[config.mk]
export PLATFORM = sky130hd
export DESIGN_NAME = spi_ctl_top
export DESIGN_NICKNAME = d
export VERILOG_FILES = /design/src/verilog/spi_ctl_pkg.sv /design/src/verilog/spi_ctl_top.sv /design/src/verilog/seg_display.sv /design/src/verilog/word_ram.sv /design/src/verilog/cmd_decoder.sv /design/src/verilog/spi_word_slave.sv
export VERILOG_INCLUDE_DIRS = /design/src /design/src/verilog
export SDC_FILE = /design/constraint.sdc
export NUM_CORES = 2
export LEC_CHECK = 0
export BUFFER_PORTS_ARGS = -buffer_cell sky130_fd_sc_hd__buf_2
export CORE_MARGIN = 1.5
export CORE_UTILIZATION = 30
export CTS_CLUSTER_DIAMETER = 50
export DETAILED_ROUTE_END_ITERATION = 8
export PLACE_DENSITY = 0.45
export SYNTH_ARGS = -nofsm -noshare
export SYNTH_HDL_FRONTEND = slang
export SYNTH_MEMORY_MAX_BITS = 65536
export SYNTH_SLANG_ARGS = --single-unit
export TNS_END_PERCENT = 1
[constraint.sdc]
create_clock -name clk_50MHz -period 4.78 [get_ports clk_50MHz]
set_clock_uncertainty 0.05 [all_clocks]
set_input_delay 0.478 -clock clk_50MHz [delete_from_list [all_inputs] [get_ports clk_50MHz]]
set_output_delay 0.478 -clock clk_50MHz [all_outputs]
set_load 0.005 [all_outputs]
[src/verilog/spi_ctl_consts.svh]
`ifndef SPI_CTL_CONSTS_SVH
`define SPI_CTL_CONSTS_SVH

// width of one SPI frame and of one RAM word.
`define WORD_W 16

// 256 words of RAM. The host still sends a 32-bit address.
`define RAM_ADDR_W 8

// command codes live in the high byte of the first word of a command.
`define CMD_MEM_READ 8'hC0
`define CMD_MEM_WRITE 8'hC1
`define CMD_DISPLAY 8'h20

// clk_50MHz cycles per digit step, which scans at 1 kHz.
`define SCAN_DIV_DEFAULT 50000

`endif
[src/verilog/spi_ctl_pkg.sv]
`include "spi_ctl_consts.svh"

package spi_ctl_pkg;

    typedef logic [`WORD_W-1:0] word_t;

    typedef logic [`RAM_ADDR_W-1:0] ram_addr_t;

    // request from the command decoder to the word RAM.
    typedef struct packed {
        logic      stb;    // one-cycle access strobe.
        logic      we;     // high for a write.
        ram_addr_t addr;
        word_t     wdata;
    } mem_req_t;

    // response from the word RAM.
    typedef struct packed {
        logic  ack;    // one-cycle pulse, one cycle after stb.
        word_t rdata;  // valid together with ack on a read.
    } mem_rsp_t;

endpackage

[src/verilog/spi_ctl_top.sv]
`timescale 1ns/1ps
`include "spi_ctl_consts.svh"

module spi_ctl_top #(
    parameter int scan_div_p = `SCAN_DIV_DEFAULT
) (
    input  logic       clk_50MHz,
    input  logic       reset,
    input  logic       spi_sck_i,
    input  logic       spi_cs_i,
    input  logic       spi_mosi_i,
    output logic       spi_miso_o,
    output logic [7:0] seg_o,
    output logic [3:0] dig_o
);
    import spi_ctl_pkg::*;

    word_t rx_word;
    logic rx_valid;
    word_t result;
    word_t disp_word;
    mem_req_t mem_req;
    mem_rsp_t mem_rsp;

    spi_word_slave spi_word_slave_inst (
        .clk_50MHz  (clk_50MHz),
        .reset      (reset),
        .sck_i      (spi_sck_i),
        .cs_i       (spi_cs_i),
        .mosi_i     (spi_mosi_i),
        .miso_o     (spi_miso_o),
        .tx_word_i  (result),  // every frame returns the last result.
        .rx_word_o  (rx_word),
        .rx_valid_o (rx_valid)
    );

    cmd_decoder cmd_decoder_inst (
        .clk_50MHz   (clk_50MHz),
        .reset       (reset),
        .rx_word_i   (rx_word),
        .rx_valid_i  (rx_valid),
        .mem_req_o   (mem_req),
        .mem_rsp_i   (mem_rsp),
        .result_o    (result),
        .disp_word_o (disp_word)
    );

    word_ram word_ram_inst (
        .clk_50MHz (clk_50MHz),
        .mem_req_i (mem_req),
        .mem_rsp_o (mem_rsp)
    );

    seg_display #(
        .scan_div_p (scan_div_p)
    ) seg_display_inst (
        .clk_50MHz   (clk_50MHz),
        .reset       (reset),
        .disp_word_i (disp_word),
        .seg_o       (seg_o),
        .dig_o       (dig_o)
    );

endmodule

[src/verilog/seg_display.sv]
`timescale 1ns/1ps
`include "spi_ctl_consts.svh"

module seg_display #(
    parameter int scan_div_p = `SCAN_DIV_DEFAULT
) (
    input  logic               clk_50MHz,
    input  logic               reset,
    input  spi_ctl_pkg::word_t disp_word_i,
    output logic [7:0]         seg_o,
    output logic [3:0]         dig_o
);

    localparam int cnt_w = $clog2(scan_div_p + 1);

    logic [cnt_w-1:0] scan_cnt;
    logic scan_tick;
    logic [1:0] digit_idx;
    logic [3:0] nibble;
    logic [6:0] seg_on;  // gfedcba, high means lit.

    assign scan_tick = (scan_cnt == cnt_w'(scan_div_p - 1));

    always_ff @(posedge clk_50MHz) begin
        if (reset) begin
            scan_cnt <= '0;
            digit_idx <= '0;
        end else begin
            if (scan_tick) begin
                scan_cnt <= '0;
                digit_idx <= digit_idx + 1'b1;
            end else begin
                scan_cnt <= scan_cnt + 1'b1;
            end
        end
    end

    assign nibble = disp_word_i[digit_idx * 4 +: 4];

    always_comb begin
        case (nibble)
            4'h0: seg_on = 7'h3F;
            4'h1: seg_on = 7'h06;
            4'h2: seg_on = 7'h5B;
            4'h3: seg_on = 7'h4F;
            4'h4: seg_on = 7'h66;
            4'h5: seg_on = 7'h6D;
            4'h6: seg_on = 7'h7D;
            4'h7: seg_on = 7'h07;
            4'h8: seg_on = 7'h7F;
            4'h9: seg_on = 7'h6F;
            4'hA: seg_on = 7'h77;
            4'hB: seg_on = 7'h7C;  // lowercase b.
            4'hC: seg_on = 7'h39;
            4'hD: seg_on = 7'h5E;  // lowercase d.
            4'hE: seg_on = 7'h79;
            default: seg_on = 7'h71;
        endcase
    end

    // segments and digit enables are active low. The decimal point stays off.
    assign seg_o = {1'b1, ~seg_on};
    assign dig_o = ~(4'b0001 << digit_idx);

endmodule

[src/verilog/word_ram.sv]
`timescale 1ns/1ps
`include "spi_ctl_consts.svh"

module word_ram (
    input  logic                  clk_50MHz,
    input  spi_ctl_pkg::mem_req_t mem_req_i,
    output spi_ctl_pkg::mem_rsp_t mem_rsp_o
);
    import spi_ctl_pkg::*;

    localparam int depth = 1 << `RAM_ADDR_W;

    word_t mem_array [depth];

    // the acknowledge trails the strobe by one cycle.
    always_ff @(posedge clk_50MHz) begin
        mem_rsp_o.ack <= mem_req_i.stb;
    end

    always_ff @(posedge clk_50MHz) begin
        if (mem_req_i.stb) begin
            if (mem_req_i.we) begin
                mem_array[mem_req_i.addr] <= mem_req_i.wdata;
            end else begin
                mem_rsp_o.rdata <= mem_array[mem_req_i.addr];
            end
        end
    end

endmodule

[src/verilog/cmd_decoder.sv]
`timescale 1ns/1ps
`include "spi_ctl_consts.svh"

module cmd_decoder (
    input  logic                  clk_50MHz,
    input  logic                  reset,
    input  spi_ctl_pkg::word_t    rx_word_i,
    input  logic                  rx_valid_i,
    output spi_ctl_pkg::mem_req_t mem_req_o,
    input  spi_ctl_pkg::mem_rsp_t mem_rsp_i,
    output spi_ctl_pkg::word_t    result_o,
    output spi_ctl_pkg::word_t    disp_word_o
);
    import spi_ctl_pkg::*;

    typedef enum logic [2:0] {
        st_idle,
        st_addr_lo,
        st_addr_hi,
        st_data,
        st_wait_ack
    } state_t;

    state_t state;
    logic op_write;  // the command in progress is a write.
    logic [7:0] cmd_byte;

    logic req_stb;
    logic req_we;
    ram_addr_t req_addr;
    word_t req_wdata;

    assign cmd_byte = rx_word_i[`WORD_W-1 -: 8];

    always_ff @(posedge clk_50MHz) begin
        if (reset) begin
            state <= st_idle;
            op_write <= 1'b0;
            req_stb <= 1'b0;
            result_o <= '0;
            disp_word_o <= '0;
        end else begin
            req_stb <= 1'b0;  // strobe lasts one cycle.
            case (state)
                st_idle: begin
                    if (rx_valid_i) begin
                        case (cmd_byte)
                            `CMD_MEM_READ: begin
                                op_write <= 1'b0;
                                state <= st_addr_lo;
                            end
                            `CMD_MEM_WRITE: begin
                                op_write <= 1'b1;
                                state <= st_addr_lo;
                            end
                            `CMD_DISPLAY: begin
                                disp_word_o <= rx_word_i;
                            end
                            default: begin
                            end
                        endcase
                    end
                end
                st_addr_lo: begin
                    if (rx_valid_i) begin
                        state <= st_addr_hi;
                    end
                end
                st_addr_hi: begin
                    if (rx_valid_i) begin
                        if (op_write) begin
                            state <= st_data;
                        end else begin
                            req_stb <= 1'b1;
                            state <= st_wait_ack;
                        end
                    end
                end
                st_data: begin
                    if (rx_valid_i) begin
                        req_stb <= 1'b1;
                        state <= st_wait_ack;
                    end
                end
                st_wait_ack: begin
                    // a write reports the data it stored.
                    if (mem_rsp_i.ack) begin
                        result_o <= req_we ? req_wdata : mem_rsp_i.rdata;
                        state <= st_idle;
                    end
                end
                default: begin
                    state <= st_idle;
                end
            endcase
        end
    end

    // the high address word carries no RAM address bits and is dropped.
    always_ff @(posedge clk_50MHz) begin
        if (rx_valid_i) begin
            case (state)
                st_addr_lo: req_addr <= rx_word_i[`RAM_ADDR_W-1:0];
                st_addr_hi: req_we <= op_write;
                st_data: req_wdata <= rx_word_i;
                default: begin
                end
            endcase
        end
    end

    assign mem_req_o = '{stb: req_stb, we: req_we, addr: req_addr, wdata: req_wdata};

endmodule

[src/verilog/spi_word_slave.sv]
`timescale 1ns/1ps
`include "spi_ctl_consts.svh"

module spi_word_slave (
    input  logic               clk_50MHz,
    input  logic               reset,
    input  logic               sck_i,
    input  logic               cs_i,
    input  logic               mosi_i,
    output logic               miso_o,
    input  spi_ctl_pkg::word_t tx_word_i,
    output spi_ctl_pkg::word_t rx_word_o,
    output logic               rx_valid_o
);
    import spi_ctl_pkg::*;

    localparam int cnt_w = $clog2(`WORD_W);

    logic sck_meta;
    logic sck_sync;
    logic sck_prev;
    logic cs_meta;
    logic cs_sync;
    logic cs_prev;
    logic mosi_meta;
    logic mosi_sync;

    logic sck_rise;
    logic sck_fall;
    logic cs_fall;

    logic [cnt_w-1:0] bit_cnt;
    word_t rx_shift;
    word_t tx_shift;

    // two flops per pin, plus one more on sck and cs for edge detection.
    always_ff @(posedge clk_50MHz) begin
        if (reset) begin
            sck_meta <= 1'b0;
            sck_sync <= 1'b0;
            sck_prev <= 1'b0;
            cs_meta <= 1'b1;  // idle high so reset does not look like a cs edge.
            cs_sync <= 1'b1;
            cs_prev <= 1'b1;
            mosi_meta <= 1'b0;
            mosi_sync <= 1'b0;
        end else begin
            sck_meta <= sck_i;
            sck_sync <= sck_meta;
            sck_prev <= sck_sync;
            cs_meta <= cs_i;
            cs_sync <= cs_meta;
            cs_prev <= cs_sync;
            mosi_meta <= mosi_i;
            mosi_sync <= mosi_meta;
        end
    end

    assign sck_rise = sck_sync & ~sck_prev;
    assign sck_fall = ~sck_sync & sck_prev;
    assign cs_fall = ~cs_sync & cs_prev;

    always_ff @(posedge clk_50MHz) begin
        if (reset) begin
            bit_cnt <= '0;
            rx_valid_o <= 1'b0;
            tx_shift <= '0;
        end else begin
            rx_valid_o <= 1'b0;
            if (cs_fall) begin
                tx_shift <= tx_word_i;  // the first bit is on miso before the first sck edge.
                bit_cnt <= '0;
            end else if (!cs_sync) begin
                if (sck_rise) begin
                    if (bit_cnt == cnt_w'(`WORD_W - 1)) begin
                        bit_cnt <= '0;
                        rx_valid_o <= 1'b1;
                    end else begin
                        bit_cnt <= bit_cnt + 1'b1;
                    end
                end
                if (sck_fall) begin
                    tx_shift <= {tx_shift[`WORD_W-2:0], 1'b0};
                end
            end else begin
                bit_cnt <= '0;  // cs went high mid-word.
            end
        end
    end

    // received bits, MSB first.
    always_ff @(posedge clk_50MHz) begin
        if (!cs_sync && sck_rise) begin
            rx_shift <= {rx_shift[`WORD_W-2:0], mosi_sync};
            if (bit_cnt == cnt_w'(`WORD_W - 1)) begin
                rx_word_o <= {rx_shift[`WORD_W-2:0], mosi_sync};
            end
        end
    end

    assign miso_o = tx_shift[`WORD_W-1];

endmodule

==> flow_summary_export.csv <==
group,metric,value,unit
final_layout,nets,7877,
setup_path,path_class,"register to register",
die,dieArea,0.5401,mm2
final_layout,area_growth,18.29,%
setup_path,crit_slowest_cell,"o41ai_1",
final_layout,multiInputGateArea,0.03265,mm2
drt,vias,77850,
final_layout,drive_gt1_frac,0.3123,
yosys,synth.distinct_cells,40,
placement,port_buffers,16,
global_route,grt_max_degree,186,
drt,wl,469.7,mm
power,switching_share,0.2009,
die,ios,18,
yosys,postSynth.asyncResetShare,0,
yosys,synth_seq_cells,4253,
power,p_sw,15.46,mW
setup_path,cp-end-kind,"register",
power,peakVddDrop,0.3537,mV
power,pwr-share-clk,0.475,
timing,max_freq,215.9,MHz
drt,drt_iter0_markers,8195,
yosys,synth.yosys.warnings,0,
yosys,synth_flop_cell,"edfxtp_1",
setup_path,arrival,5.31,ns
worst_hold_path,hold_depth,3,
timing,setup_slack,0.1481,ns
final_layout,final_cell_mix,"4168 x edfxtp_1, 1029 x mux4_2, 542 x buf_4",
placement,place_congestion,0.7800,
drt,routedWlPerCell,30.73,um
setup_path,max_stage_delay,1.01,ns
yosys,synth_seq_area_share,0.7894,
yosys,synth_edf_count,4168,
power,combPwrFrac,0.001,
power,p_int,61.49,mW
clock_tree,cts_tree,"built",
timing,fin_tns_setup,0,ns
yosys,avgSynthCellArea,22.41,um2
final_layout,fillers,48910,
die,die_w,734.9,um
setup_path,worst_r2r_path_depth,9,
clock_tree,clk_latency,1.05,ns
power,p_leak,58.60,nW
global_route,antenna_found_initial,27,
worst_hold_path,min_path_type,"primary input to register",
clock_tree,cts_made_buffers,469,
placement,dp.cells,14400,
final_layout,layout_commonest_cell,"edfxtp_1",
status,outcome,"finished clean",
yosys,syn_nets,7188,
setup_path,worstPathMaxFanout,21,
timing,max-slew-margin-rel,0.01933,
die,die_h,734.9,um
final_layout,regArea,0.1269,mm2
clock_tree,h-tree-depth,5,
die,start_util,0.3014,
global_route,globalRouteOverflowTotal,0,
timing,worst_slew_pin_slew,1.471,ns
yosys,synthesis.area,0.1607,mm2
die,rows,268,
drt,dr.pass1.iters,6,
setup_path,reg2reg_from,"cmd_decoder_inst.req_addr[0]",
drt,drt-vias-per-instance,5.092,
final_layout,instances_no_fill,15290,
power,power.density,404.8,mW/mm2
timing,hold_ws,0.1433,ns
setup_path,crit_cells,9,
worst_hold_path,hold_start,"spi_cs_i",
power,power_frac_seq,0.524,
flow_run,maxCapViolCount,0,
global_route,grt_pass1_vias,79580,
global_route,grt_pass1_wl,649.2,mm
timing,rsz0062_at_grt,"no",
timing,period_needed,4.632,ns
setup_path,startpoint,"cmd_decoder_inst.req_addr[0]",
timing,finalSetupViolCount,0,
setup_path,cp-start-kind,"register",
drt,drcViolationCount,0,
clock_tree,clock_path_buffers,4,
clock_tree,clk_pin_slew,0.06,ns
timing,finalHoldViolations,0,
setup_path,crit_required,5.46,ns
yosys,syn_inst,7171,
placement,place_hpwl,276.3,mm
setup_path,crit_buf_inv,4,
timing,finalCritPeriodShare,0.9690,
setup_path,crit_path_cell_trace,"buf_12 > buf_12 > buf_4 > mux4_2 > a22oi_1 > a21oi_1 > o41ai_1 > buf_4 > nand4_1",
placement,preCtsSetupSlack,0.01449,ns
clock_tree,clock_sinks,4253,
clock_tree,cts_setup_buffers,0,
setup_path,crit_family,"compound AO/OA/AOI/OAI gates",
clock_tree,root_buffer,"clkbuf_16",
timing,slew_viol_final,0,
drt,ant_nets,0,
die,design.core.area,0.5332,mm2
global_route,grt_usage,0.1694,
-- state kept, by name, indices dropped and copies added (netlist names), 2 cells and up --
signal and flops:
spi_word_slave_inst.rx_shift 15, cmd_decoder_inst.req_addr 8, seg_display_inst.digit_idx 2, cmd_decoder_inst.state 3, cmd_decoder_inst.disp_word_o 16, word_ram_inst.mem_array 4096
seg_display_inst.scan_cnt 16, spi_word_slave_inst.rx_word_o 16, word_ram_inst.mem_rsp_o 17, spi_word_slave_inst.bit_cnt 4, spi_word_slave_inst.tx_shift 16, cmd_decoder_inst.result_o 16
cmd_decoder_inst.req_wdata 16
-- stage by stage --
stage               utilization  total power, mW  cell area (um2)
detailed placement       0.3270            41.15           174300
floorplan                     -            41.13           160700
finish                   0.3566            76.95           190100
CTS                      0.3565            77.75           190100
global placement         0.3269            41.14           174300
global route             0.3565            79.03           190100
-- metal layers --
layer,wire length [um],part of all wire,GRT usage
met5,13,0.000028,0
met2,228300,0.49,0.2803
met4,11360,0.024,0.03957
met1,200900,0.43,0.2350
met3,29180,0.062,0.02744
-- area by class of cell --
class,instances,share of cell area
sequential,4253,0.6673
multi-input combinational,2466,0.1718
clock buffer,556,0.06411
tap,7020,0.04620
timing repair buffer,655,0.03178
clock inverter,313,0.01843
inverter,15,0.0002962
antenna,9,0.0001185
-- final timing paths --
check / to / slack, ns
max: word_ram_inst.mem_rsp_o[1] / 0.15
min: spi_word_slave_inst.cs_meta / 0.14
max reg2reg: word_ram_inst.mem_rsp_o[1] / 0.15
min reg2reg: spi_word_slave_inst.cs_sync / 0.39
-- cells by family after synthesis --
kind of cell / count (synthesis) / share of synthesized area
xor gates and xnor gates: 16 / 0.0008719
muxes: 1075 / 0.1471
other: 1 / 0.00002333
and+or+nand+nor: 481 / 0.01265
DFF: 4253 / 0.7894
adders and majority gates: 12 / 0.0009342
buffers and inverters: 452 / 0.01160
AOI/OAI and AO/OA: 881 / 0.03746
-- cells in the mapped netlist (12+ instances only) --
master       n  area [um2]
edfxtp_1  4168      125200
nand2_1     49       183.9
clkbuf_1   282        1059
ha_1        12       150.1
mux2i_1     44       440.4
xnor2_1     12       105.1
nor2_1     339        1272
a211oi_1    31       232.7
dfxtp_1     85        1702
a22oi_1    512        3844
nand4_1     18       112.6
buf_2      101       505.5
a21oi_1    266        1331
nor2b_1     14       87.58
buf_1       43       161.4
inv_1       15       56.30
mux4_2    1029       23170
o41ai_1     64       560.5
-- power by group through the flow --
stage                     logic (mW)  clock network, mW  registers (mW)
after CTS                     0.0472               37.4            40.3
final                         0.0474               36.6            40.3
after floorplan               0.0335                  0            41.1
after global placement        0.0420                  0            41.1
after global routing          0.0520               38.7            40.3
after detailed placement      0.0438                  0            41.1
-- worst register-to-register path, cell delays in order (launching register included) --
cell and delay, ns:
edfxtp_1 0.64, buf_12 0.30, buf_12 0.32, buf_4 0.25
mux4_2 0.54, a22oi_1 0.68, a21oi_1 0.17, o41ai_1 1.01
buf_4 0.29, nand4_1 0.09
-- what timing repair did --
action | CTS | global route
endpoints found under the hold margin | 19 | 0
setup endpoints to repair | 1 | 0
resized for setup | 1 | 0
hold buffers | 5 | 0
Power figures use the tool's default switching activity.
